## src/common/ag_defines.svh

```systemverilog
`ifndef AG_DEFINES_SVH
`define AG_DEFINES_SVH

// Interrupt descriptor table
`define AG_IDTR_BASE    32'h0000_1000
`define AG_IDT_SHIFT    3

// Fixed limits, indexed by segment register number
`define AG_SEG_LIMIT_0  32'h0000_FFFF
`define AG_SEG_LIMIT_1  32'h000F_FFFF
`define AG_SEG_LIMIT_2  32'h0000_7FFF
`define AG_SEG_LIMIT_3  32'h0003_FFFF
`define AG_SEG_LIMIT_4  32'h0000_0FFF
`define AG_SEG_LIMIT_5  32'h00FF_FFFF
`define AG_SEG_LIMIT_6  32'h0000_3FFF
`define AG_SEG_LIMIT_7  32'hFFFF_FFFF

// Bytes per stack slot
`define AG_PUSH_WORD    2
`define AG_PUSH_DWORD   4

// Memory address source codes
`define AG_SEL_EA       2'd0
`define AG_SEL_STACK    2'd1
`define AG_SEL_IDT      2'd2

`define AG_SIZE_DWORD   2'd2

`endif

```

## src/common/ag_pkg.sv

```systemverilog
`default_nettype none

package ag_pkg;

   typedef logic [2:0]  gpr_idx_t;
   typedef logic [2:0]  seg_idx_t;
   typedef logic [31:0] addr_t;
   typedef logic [15:0] seg_sel_t;
   typedef logic [1:0]  data_size_t;
   typedef logic [1:0]  mem_addr_sel_t;

   // Decoded instruction as presented by the decode stage
   typedef struct packed {
      addr_t         eip;
      seg_sel_t      cs;
      addr_t         imm32;
      addr_t         disp32;
      gpr_idx_t      sr1;
      gpr_idx_t      sr2;
      gpr_idx_t      sr3;
      gpr_idx_t      sib_i;
      seg_idx_t      seg1;
      seg_idx_t      seg2;
      data_size_t    data_size;
      logic          disp_en;
      logic          base_en;
      logic          sib_en;
      logic [1:0]    sib_scale;
      logic          use_cs_seg;
      logic          sp_push;
      logic          cmpxchg;
      logic [3:0]    exc_code;
      logic          jmp_rel;
      logic          jmp_abs;
      mem_addr_sel_t rd_sel;
      mem_addr_sel_t wr_sel;
      logic          mem_rd;
      logic          mem_wr;
      logic          sr1_needed;
      logic          sr2_needed;
      logic          seg1_needed;
      logic          seg2_needed;
      gpr_idx_t      dest_gpr;
      logic          ld_gpr;
      logic          ld_seg;
   } ag_in_t;

   // Register file read data for the sources above
   typedef struct packed {
      addr_t    sr1_data;
      addr_t    sr2_data;
      addr_t    sr3_data;
      addr_t    sib_i_data;
      seg_sel_t seg1_data;
      seg_sel_t seg2_data;
   } ag_rf_t;

   typedef struct packed {
      gpr_idx_t gpr;
      seg_idx_t seg;
      logic     ld_gpr;
      logic     ld_seg;
   } ag_dest_t;

   typedef struct packed {
      addr_t    neip;
      seg_sel_t ncs;
      addr_t    mem_rd_addr;
      addr_t    mem_wr_addr;
      addr_t    sp_xchg_data;
      logic     mem_rd;
      logic     mem_wr;
      ag_dest_t dest;
      logic     seg_limit_exc;
   } ag_out_t;

endpackage

`default_nettype wire

```

## src/addr_calc/ag_addr_calc.sv

```systemverilog
`timescale 1ns/1ps
`default_nettype none

`include "ag_defines.svh"

module ag_addr_calc (
   input  wire ag_pkg::ag_in_t in_data,
   input  wire ag_pkg::ag_rf_t rf_data,
   output ag_pkg::addr_t       mem_rd_addr,
   output ag_pkg::addr_t       mem_wr_addr,
   output ag_pkg::addr_t       sp_xchg_data,
   output ag_pkg::addr_t       lim_offset
);

   ag_pkg::addr_t    disp_term;
   ag_pkg::addr_t    base_term;
   ag_pkg::addr_t    index_term;
   ag_pkg::seg_sel_t ea_seg;
   ag_pkg::addr_t    ea_addr;
   ag_pkg::addr_t    push_size;
   ag_pkg::addr_t    sp_adj;
   ag_pkg::addr_t    stack_addr;
   ag_pkg::addr_t    idt_addr;

   // Effective address: disp + base + scaled index, then segment base
   assign disp_term  = in_data.disp_en ? in_data.disp32 : '0;
   assign base_term  = in_data.base_en ? rf_data.sr1_data : '0;
   assign index_term = in_data.sib_en ? (rf_data.sib_i_data << in_data.sib_scale) : '0;

   assign lim_offset = disp_term + base_term + index_term;
   assign ea_seg     = in_data.use_cs_seg ? in_data.cs : rf_data.seg1_data;
   assign ea_addr    = lim_offset + {ea_seg, 16'h0000};

   // Stack slot below the current top for a push
   assign push_size  = (in_data.data_size == `AG_SIZE_DWORD) ? 32'(`AG_PUSH_DWORD)
                                                              : 32'(`AG_PUSH_WORD);
   assign sp_adj     = in_data.sp_push ? (rf_data.sr2_data - push_size) : rf_data.sr2_data;
   assign stack_addr = sp_adj + {rf_data.seg2_data, 16'h0000};

   // 8-byte gate descriptors
   assign idt_addr   = `AG_IDTR_BASE + (ag_pkg::addr_t'(in_data.exc_code) << `AG_IDT_SHIFT);

   always_comb begin
      case (in_data.rd_sel)
         `AG_SEL_STACK: mem_rd_addr = stack_addr;
         `AG_SEL_IDT:   mem_rd_addr = idt_addr;
         default:       mem_rd_addr = ea_addr;
      endcase
   end

   always_comb begin
      if (in_data.wr_sel == `AG_SEL_STACK) begin
         mem_wr_addr = stack_addr;
      end else begin
         mem_wr_addr = ea_addr;
      end
   end

   // cmpxchg carries the comparand through instead of the new SP
   assign sp_xchg_data = in_data.cmpxchg ? rf_data.sr3_data : sp_adj;

endmodule

`default_nettype wire

```

## src/ag_next_ip.sv

```systemverilog
`timescale 1ns/1ps
`default_nettype none

module ag_next_ip (
   input  wire ag_pkg::ag_in_t in_data,
   output ag_pkg::addr_t       neip,
   output ag_pkg::seg_sel_t    ncs
);

   ag_pkg::addr_t rel_term;
   ag_pkg::addr_t rel_eip;

   // Relative target, or plain eip when sequential
   assign rel_term = in_data.jmp_rel ? in_data.disp32 : '0;
   assign rel_eip  = in_data.eip + rel_term;

   // Far jump takes offset from imm32 and selector from disp32
   assign neip = in_data.jmp_abs ? in_data.imm32 : rel_eip;
   assign ncs  = in_data.jmp_abs ? in_data.disp32[15:0] : in_data.cs;

endmodule

`default_nettype wire

```

## src/segment_limit_check.sv

```systemverilog
`timescale 1ns/1ps
`default_nettype none

`include "ag_defines.svh"

module segment_limit_check (
   input  wire                  in_v,
   input  wire ag_pkg::ag_in_t in_data,
   input  wire ag_pkg::addr_t  lim_offset,
   output logic                seg_limit_exc
);

   ag_pkg::addr_t seg_limit;
   logic [32:0]   last_byte;
   logic [2:0]    access_size;
   logic          ea_access;

   always_comb begin
      case (in_data.seg1)
         3'd0:    seg_limit = `AG_SEG_LIMIT_0;
         3'd1:    seg_limit = `AG_SEG_LIMIT_1;
         3'd2:    seg_limit = `AG_SEG_LIMIT_2;
         3'd3:    seg_limit = `AG_SEG_LIMIT_3;
         3'd4:    seg_limit = `AG_SEG_LIMIT_4;
         3'd5:    seg_limit = `AG_SEG_LIMIT_5;
         3'd6:    seg_limit = `AG_SEG_LIMIT_6;
         default: seg_limit = `AG_SEG_LIMIT_7;
      endcase
   end

   // Byte, word, dword; the spare code counts as dword
   assign access_size = (in_data.data_size == 2'd0) ? 3'd1 :
                        (in_data.data_size == 2'd1) ? 3'd2 : 3'd4;

   // Only accesses through the effective address are checked
   assign ea_access = (in_data.mem_rd && (in_data.rd_sel == `AG_SEL_EA)) ||
                      (in_data.mem_wr && (in_data.wr_sel == `AG_SEL_EA));

   // One extra bit so an access wrapping past 4 GB still faults
   assign last_byte = {1'b0, lim_offset} + 33'(access_size) - 33'd1;

   assign seg_limit_exc = in_v && ea_access && (last_byte > {1'b0, seg_limit});

endmodule

`default_nettype wire

```

## src/reg_dependency_check.sv

```systemverilog
`timescale 1ns/1ps
`default_nettype none

module reg_dependency_check (
   input  wire                    in_v,
   input  wire ag_pkg::ag_in_t   in_data,
   input  wire ag_pkg::ag_dest_t ag_dest,
   input  wire ag_pkg::ag_dest_t ex_dest,
   input  wire ag_pkg::ag_dest_t me_dest,
   output logic                  dep_stall
);

   ag_pkg::ag_dest_t dests [0:2];
   logic             hazard;

   function automatic logic gpr_hit(input ag_pkg::gpr_idx_t src,
                                    input ag_pkg::ag_dest_t d);
      return d.ld_gpr && (d.gpr == src);
   endfunction

   function automatic logic seg_hit(input ag_pkg::seg_idx_t src,
                                    input ag_pkg::ag_dest_t d);
      return d.ld_seg && (d.seg == src);
   endfunction

   assign dests[0] = ag_dest;
   assign dests[1] = ex_dest;
   assign dests[2] = me_dest;

   always_comb begin
      hazard = 1'b0;
      for (int i = 0; i < 3; i++) begin
         if (in_data.sr1_needed && gpr_hit(in_data.sr1, dests[i])) begin
            hazard = 1'b1;
         end
         if (in_data.sr2_needed && gpr_hit(in_data.sr2, dests[i])) begin
            hazard = 1'b1;
         end
         // Index register only read for SIB forms
         if (in_data.sib_en && gpr_hit(in_data.sib_i, dests[i])) begin
            hazard = 1'b1;
         end
         if (in_data.cmpxchg && gpr_hit(in_data.sr3, dests[i])) begin
            hazard = 1'b1;
         end
         if (in_data.seg1_needed && seg_hit(in_data.seg1, dests[i])) begin
            hazard = 1'b1;
         end
         if (in_data.seg2_needed && seg_hit(in_data.seg2, dests[i])) begin
            hazard = 1'b1;
         end
      end
   end

   assign dep_stall = in_v & hazard;

endmodule

`default_nettype wire

```

## src/ag_control.sv

```systemverilog
`timescale 1ns/1ps
`default_nettype none

`include "ag_defines.svh"

module ag_control (
   input  wire                 clk,
   input  wire                 rst_n,
   input  wire                 in_v,
   input  wire                 me_stall,
   input  wire                 dep_stall,
   input  wire ag_pkg::addr_t     mem_rd_addr,
   input  wire ag_pkg::addr_t     mem_wr_addr,
   input  wire ag_pkg::addr_t     sp_xchg_data,
   input  wire ag_pkg::addr_t     neip,
   input  wire ag_pkg::seg_sel_t  ncs,
   input  wire                 seg_limit_exc,
   input  wire ag_pkg::ag_in_t    in_data,
   output logic                out_v,
   output ag_pkg::ag_out_t     out_data,
   output ag_pkg::ag_dest_t    ag_dest,
   output logic                stall
);

   ag_pkg::ag_out_t next_out;
   logic            accept;

   assign stall  = dep_stall | me_stall;
   assign accept = in_v & ~stall;

   always_comb begin
      next_out               = '0;
      next_out.neip          = neip;
      next_out.ncs           = ncs;
      next_out.mem_rd_addr   = mem_rd_addr;
      next_out.mem_wr_addr   = mem_wr_addr;
      next_out.sp_xchg_data  = sp_xchg_data;
      next_out.mem_rd        = in_data.mem_rd;
      next_out.mem_wr        = in_data.mem_wr;
      next_out.dest.gpr      = in_data.dest_gpr;
      // Segment loads target the seg1 register
      next_out.dest.seg      = in_data.seg1;
      next_out.dest.ld_gpr   = in_data.ld_gpr;
      next_out.dest.ld_seg   = in_data.ld_seg;
      next_out.seg_limit_exc = seg_limit_exc;
   end

   // Hold on downstream stall, bubble when nothing is accepted
   always_ff @(posedge clk or negedge rst_n) begin
      if (!rst_n) begin
         out_v    <= 1'b0;
         out_data <= '0;
      end else if (!me_stall) begin
         out_v <= accept;
         if (accept) begin
            out_data <= next_out;
         end
      end
   end

   // Latched destination seen by the hazard check
   assign ag_dest = out_v ? out_data.dest : '0;

   a_hold_on_stall : assert property (@(posedge clk) disable iff (!rst_n)
      (out_v && me_stall) |=> (out_v && $stable(out_data)));

   a_empty_after_reset : assert property (@(posedge clk)
      $rose(rst_n) |-> !out_v);

   // The write address mux in the datapath has no IDT leg
   a_no_idt_write : assert property (@(posedge clk) disable iff (!rst_n)
      in_v |-> (in_data.wr_sel != `AG_SEL_IDT));

endmodule

`default_nettype wire

```

## src/ag_stage.sv

```systemverilog
`timescale 1ns/1ps
`default_nettype none

module ag_stage (
   input  wire                clk,
   input  wire                rst_n,
   input  wire                in_v,
   input  wire ag_pkg::ag_in_t   in_data,
   input  wire ag_pkg::ag_rf_t   rf_data,
   input  wire ag_pkg::ag_dest_t ex_dest,
   input  wire ag_pkg::ag_dest_t me_dest,
   input  wire                me_stall,
   output logic               out_v,
   output ag_pkg::ag_out_t    out_data,
   output logic               stall
);

   ag_pkg::addr_t    mem_rd_addr;
   ag_pkg::addr_t    mem_wr_addr;
   ag_pkg::addr_t    sp_xchg_data;
   ag_pkg::addr_t    lim_offset;
   ag_pkg::addr_t    neip;
   ag_pkg::seg_sel_t ncs;
   ag_pkg::ag_dest_t ag_dest;
   logic             seg_limit_exc;
   logic             dep_stall;

   ag_addr_calc addr_calc_inst (
      .in_data      (in_data),
      .rf_data      (rf_data),
      .mem_rd_addr  (mem_rd_addr),
      .mem_wr_addr  (mem_wr_addr),
      .sp_xchg_data (sp_xchg_data),
      .lim_offset   (lim_offset)
   );

   ag_next_ip next_ip_inst (
      .in_data (in_data),
      .neip    (neip),
      .ncs     (ncs)
   );

   segment_limit_check seg_limit_inst (
      .in_v          (in_v),
      .in_data       (in_data),
      .lim_offset    (lim_offset),
      .seg_limit_exc (seg_limit_exc)
   );

   reg_dependency_check dep_check_inst (
      .in_v      (in_v),
      .in_data   (in_data),
      .ag_dest   (ag_dest),
      .ex_dest   (ex_dest),
      .me_dest   (me_dest),
      .dep_stall (dep_stall)
   );

   ag_control control_inst (
      .clk           (clk),
      .rst_n         (rst_n),
      .in_v          (in_v),
      .me_stall      (me_stall),
      .dep_stall     (dep_stall),
      .mem_rd_addr   (mem_rd_addr),
      .mem_wr_addr   (mem_wr_addr),
      .sp_xchg_data  (sp_xchg_data),
      .neip          (neip),
      .ncs           (ncs),
      .seg_limit_exc (seg_limit_exc),
      .in_data       (in_data),
      .out_v         (out_v),
      .out_data      (out_data),
      .ag_dest       (ag_dest),
      .stall         (stall)
   );

endmodule

`default_nettype wire

```

## config.mk

```make
export PLATFORM = sky130hd
export DESIGN_NAME = ag_stage
export DESIGN_NICKNAME = d
export VERILOG_FILES = /design/src/common/ag_pkg.sv /design/src/addr_calc/ag_addr_calc.sv /design/src/ag_next_ip.sv /design/src/segment_limit_check.sv /design/src/reg_dependency_check.sv /design/src/ag_control.sv /design/src/ag_stage.sv
export VERILOG_INCLUDE_DIRS = /design/src /design/src/common
export SDC_FILE = /design/constraint.sdc
export NUM_CORES = 1
export LEC_CHECK = 0
export BUFFER_PORTS_ARGS = -buffer_cell sky130_fd_sc_hd__buf_4
export CAP_MARGIN = 20
export CORE_ASPECT_RATIO = 0.9
export CORE_MARGIN = 5
export CORE_UTILIZATION = 30
export CTS_CLUSTER_DIAMETER = 200
export DETAILED_ROUTE_END_ITERATION = 8
export SETUP_SLACK_MARGIN = 0.02
export SLEW_MARGIN = 20
export SYNTH_ARGS = -nofsm -noshare
export SYNTH_HDL_FRONTEND = slang
export SYNTH_SLANG_ARGS = --single-unit
```

## constraint.sdc

```tcl
create_clock -name clk -period 5.3 [get_ports clk]
set_input_delay 1.06 -clock clk [delete_from_list [all_inputs] [get_ports clk]]
set_output_delay 1.06 -clock clk [all_outputs]
set_load 0.01 [all_outputs]
```

Yosys cells after proc, flatten, opt, wreduce, memory -nomap -nowiden. Index checks and enable logic that the tools add are counted.

Add/subtract/negate cells: 9. Order comparisons: 1. Equal/unequal tests: 29. Shifts and indexed selects: 1. Muxes and demuxes: 34. Bitwise operators: 5. Reduce and logical (&&, ||, !) cells: 46.

Operator list (count): 2-to-1 mux 32 bit (8); case mux 32 bit (7 select lines) (1); adder 32 bit (5); case mux 32 bit (2 select lines) (1); == test 3 bit (18); logical AND 1 bit (40); adder 32 x 3 -> 33 bit (1); > comparator 33 x 32 -> 1 bit (1); subtractor 33 x 1 -> 33 bit (second input constant) (1); 2-to-1 mux 16 bit (2); << shifter 32 x 2 -> 32 bit (1); subtractor 32 bit (1); 2-to-1 mux 1 bit (18); adder 13 x 7 -> 14 bit (first input constant) (1); == test 3 bit (second input constant) (3); 2-to-1 mux 3 bit (3); 2-to-1 mux 8 bit (1); == test 2 x 1 -> 1 bit (second input constant) (3); == test 3 x 2 -> 1 bit (second input constant) (2); zero test 2 bit (3); == test 2 bit (second input constant) (2); == test 3 x 1 -> 1 bit (second input constant) (1); zero test 3 bit (1); AND 1 bit (2); 4 further kinds (5).

Flip-flop bits (word level): 156. Bits of input ports: 341. Output and inout port bits: 157. Word-level logic and storage cells: 138.

Longest topological paths before layout.
Word-level depth: 27. Gate-level depth with buffers: 37. Depth with buffers taken out: 35.

Modules after synthesis. From an unflattened synthesis, not the netlist that was laid out.

Cell total of the unflattened synthesis: 2055. Area total of the unflattened synthesis: 18265.0 µm².

Modules (own cells, without submodules): ag_addr_calc (instances 1, cells an instance 938, area an instance 6929.1 µm², sequential area each 0.0 µm²); ag_control (instances 1, cells an instance 339, area an instance 5918.2 µm², sequential area each 3903.7 µm²); ag_next_ip (instances 1, cells an instance 348, area an instance 2392.3 µm², sequential area each 0.0 µm²); segment_limit_check (instances 1, cells an instance 332, area an instance 2327.2 µm², sequential area each 0.0 µm²); reg_dependency_check (instances 1, cells an instance 98, area an instance 698.2 µm², sequential area each 0.0 µm²).

Least setup slack after synthesis. Ideal clock, no wire load.

Path kind: in2reg. From: input in_data[24] (netlist name). To: register, netlist name control_inst.out_data[0]. Library setup time: 0.135 ns. Data arrival time: 7.914 ns. Required time: 5.165 ns. Path slack: -2.749 ns. Stages: 35. Buffers on the path: 2. Cells stage by stage: clkbuf_1 > buf_1 > mux4_2 > nand2_1 > fa_1 > inv_1 > ha_1 > a211oi_1 > o21bai_1 > o31ai_1 > nand2b_1 > a21o_1 > xor2_1 > inv_1 > ha_1 > a21o_1 > a221o_1 > a21o_1 > a31oi_1 > o311ai_2 > nand4_1 > a31oi_1 > a21o_1 > a21oi_1 > xnor2_1 > ha_1 > a21o_1 > a21oi_1 > nor2b_1 > o21ai_0 > o31ai_1 > nor3_1 > a2bb2oi_1 > nor3_1 > o31ai_1.

Longest elaborated chain between the ends: 7.

Ends and longest elaborated chain: start: declaration (RTL line ag_stage.sv:8) `input wire ag_pkg::ag_in_t in_data,`; << shifter 32 x 2 -> 32 bit (RTL line ag_addr_calc.sv:28) `assign index_term = in_data.sib_en ? (rf_data.sib_i_data << in_data.sib_scale) : '0;`; 2-to-1 mux 32 bit (RTL line ag_addr_calc.sv:28); adder 32 bit (RTL line ag_addr_calc.sv:30) `assign lim_offset = disp_term + base_term + index_term;`; adder 32 x 3 -> 33 bit (RTL line segment_limit_check.sv:40) `assign last_byte = {1'b0, lim_offset} + 33'(access_size) - 33'd1;`; subtractor 33 x 1 -> 33 bit (RTL line segment_limit_check.sv:40); > comparator 33 x 32 -> 1 bit (RTL line segment_limit_check.sv:42) `assign seg_limit_exc = in_v && ea_access && (last_byte > {1'b0, seg_limit});`; logical AND 1 bit (RTL line segment_limit_check.sv:42).

Every way passes these cells. A chain may end at the register's enable or synchronous reset.

Worst setup path after layout.
From: input in_data[25] (netlist name). To: register, netlist name control_inst.out_data[0].

Longest elaborated chain between the ends: 7.

Ends and longest elaborated chain (RTL line): << shifter 32 x 2 -> 32 bit (ag_addr_calc.sv:28); 2-to-1 mux 32 bit (ag_addr_calc.sv:28); adder 32 bit (ag_addr_calc.sv:30); adder 32 x 3 -> 33 bit (segment_limit_check.sv:40); subtractor 33 x 1 -> 33 bit (segment_limit_check.sv:40); > comparator 33 x 32 -> 1 bit (segment_limit_check.sv:42); logical AND 1 bit (segment_limit_check.sv:42).

Every way passes these cells.

==> flow_summary.yaml <==
clock_network:
  cts_max_level: 4
  cts_root_buffer: "clkbuf_16"
  clock_tree.buffer_depth: 2
  clk_latency_ps: 490
  clk_pin_slew_ps: 70
  clkSinkCount: 156
  ctsHoldBuffers: 0
  tritoncts: "yes"
  cts_made_buffers: 17
yosys:
  synth.avg_cell_area_um2: 8.12
  ys_ff_latch: 156
  synthArstFlopShare: 1.00
  synth_flop_cell: "dfrtp_1"
  synthesis.yosys.warnings: 0
  ys_seq_area_frac: 0.222
  synth-edff-count: 0
  netlist_instances: 2162
  synth_cell_type_count: 97
  netlist_area_um2: 17500
  synth_nets: 2683
power:
  vdd_drop_max_v: 0.000311
  p_per_area_nw_per_um2: 400
  p_leak_nw: 13.3
grt:
  antenna_found_initial: 4
  grt_max_degree: 82
  overflow: 0
  grt_pass1_wl_um: 118000
  grt_pass1_vias: 19800
  grt.total_usage: 0.241
placed_design:
  place_area_um2: 25200
  gp_congestion: 0.994
  dp_cells: 3729
  dp_hpwl_um: 67200
  numPortBuffers: 497
sta:
  slew_violations: 0
  setup_viol: 25
  rsz0062_at_grt: "true"
  fin_ws_ps: -1620
  finClkSkew_ps: 16.6
  fin_crit_sh: 1.31
  min_period_ps: 6920
  max-slew-margin-rel: 0.361
  worst_pin_slew_ps: 959
  finalHoldViolations: 0
  max_freq_mhz: 145
floorplan:
  io_pins: 498
  core_area_um2: 58200
  die_w_um: 265
  die_area_um2: 63400
  floorplan.initialDensity: 0.301
  core.rowCount: 84
  die_y_um: 239
layout:
  stdcell_area_um2: 27100
  regArea_um2: 3900
  multiInputGateArea_um2: 13800
  drive_gt1_frac: 0.404
  final_cells: 3798
  fillCellCount: 5718
  layout-area-overhead-vs-synth_pct: 54.5
  fin_nets: 3530
setup_path:
  r2r-start: "control_inst.out_v"
  max_stage_delay_ps: 420
  end_kind: "flop"
  cpMaxStageDelayCell: "fa_1"
  arrival_ps: 7260
  crit_path_max_fanout: 7
  cp_data_required_time_ps: 5650
  reg2reg_depth: 12
  path_class: "in -> reg"
  reg2reg_setup_slack_ps: 1790
  timing.rr.end: "control_inst.out_data[151]"
  start_kind: "input port"
route:
  drc: 0
  dr.pass1.iters: 5
  wirelength_um: 79700
  vias: 19300
  drt_iter0_drc: 1153
  wl_per_cell_um: 21.0
  antenna_left: 0
  vias_per_cell: 5.09
outcome:
  status: "finished with violations"
  violations: "negative setup slack"
worst_hold_path:
  hold_depth: 2
  hold_end: "control_inst.out_data[39]"
  hold_class: "reg -> reg"
  hp-start: "control_inst.out_data[39]"
run:
  cap_violations: 0
==> worst max-delay path: cells and delay by family <==
kind,cells,cell delay (ps)
compound gates,17,2290
xor+xnor,2,290
fa+ha+maj,4,1250
buf+inv,7,1040
mux,1,270
simple gates,7,1070
==> synth_stat cells (all sizes together) (7+ instances only) <==
cell type / instances / area (um2)
a31oi: 20 / 140
nor2b: 17 / 106
o21bai: 20 / 150
nand2b: 15 / 93.8
nand2: 311 / 1170
or4: 8 / 63.8
a21o: 57 / 430
fa: 36 / 721
dfrtp: 156 / 3900
or3: 8 / 50.1
o31ai: 13 / 111
a21boi: 8 / 63.8
nor2: 130 / 490
and2: 36 / 225
mux2i: 49 / 490
o211ai: 18 / 140
o21a: 36 / 270
inv: 148 / 556
mux4: 28 / 631
buf: 18 / 95.1
and4: 7 / 61.3
nor3: 48 / 268
and3: 17 / 106
o221ai: 22 / 193
nor4: 17 / 140
o21ai: 162 / 815
a22oi: 7 / 52.6
a21oi: 170 / 862
or2: 8 / 50.1
mux2: 24 / 270
nand4: 20 / 125
ha: 144 / 1800
clkbuf: 90 / 338
xor2: 71 / 641
xnor2: 109 / 962
nand3: 36 / 180
==> per-stage QoR <==
stage,setup TNS [ps],power (mW),worst slack (ps),utilization,hold slack [ps]
finish,-9700,10.8,-1620,0.466,484
global route,-14910,11.7,-1910,0.466,509
CTS,-10560,10.7,-1520,0.459,489
floorplan,-10430,5.52,-1800,-,507
global placement,-35630,8.85,-2320,0.432,464
detailed placement,-36020,8.97,-2400,0.432,474
==> per-layer routing <==
metal  GRT usage  up-vias  share of wire
met5           0        -        0.00065
met4      0.0602       10          0.023
met3      0.0598       88          0.068
met1       0.310     9347           0.43
met2       0.409      563           0.48
li1            -     9337              -
==> kinds of logic after synthesis <==
logic type | after synthesis | share of synthesized area
compound gates | 593 | 0.219
flops | 156 | 0.222
xor+xnor | 180 | 0.0914
fa+ha+maj | 185 | 0.147
simple gates | 691 | 0.185
mux | 101 | 0.0793
buf+inv | 256 | 0.0563
==> state kept, by name, indices dropped and copies added, names as in the netlist <==
register,count
control_inst.out_data,155
control_inst.out_v,1
==> worst max-delay path by stage <==
stage                     slack [ps]   startpoint                        to  depth (start not counted)
after detailed placement       -2400  in_data[24]  control_inst.out_data[0]                         33
after CTS                      -1520  in_data[26]  control_inst.out_data[0]                         36
final                          -1620  in_data[25]  control_inst.out_data[0]                         38
after global placement         -2320  in_data[24]  control_inst.out_data[0]                         33
after floorplan                -1800  in_data[24]  control_inst.out_data[0]                         36
after global routing           -1910  in_data[25]  control_inst.out_data[0]                         37
==> placed cells by master (no fill, tap or decap), types with 19 or more instances in the layout <==
master and n:
xnor2_1 94, xor2_1 60, mux2_2 19, nand4_1 20, mux2i_1 48, dfrtp_1 156, buf_6 31, and2_1 35
o21ai_1 24, nor3_1 43, o21a_1 36, buf_4 891, ha_4 22, nand2_1 298, o21ai_0 132, mux4_2 28
nor2_1 125, a21oi_1 148, nand3_1 34, ha_1 118, a21o_1 55, fa_1 35, inv_1 134
==> area by class of cell <==
type	instances	area share
multi-input cells	1750	0.507
repair buffers	936	0.271
flip-flops and latches	156	0.144
well taps	774	0.0357
inverters	148	0.0205
clock buffers	17	0.0157
clock inverters	15	0.00558
diodes	2	0.000185
==> timing repair <==
item,in CTS,in global routing
pin swaps,83,73
buffers inserted,25,13
endpoints found under the setup margin,29,29
gates resized for setup,147,59
gates cloned,3,0
==> power breakdown <==
part           internal, mW  switching (mW)  leakage (nW)  total, mW
Combinational          3.91            3.77          11.1       7.69
Clock                 0.662           0.607         0.278       1.27
Sequential             1.60           0.285          1.90       1.88
Power figures use the tool's default switching activity.
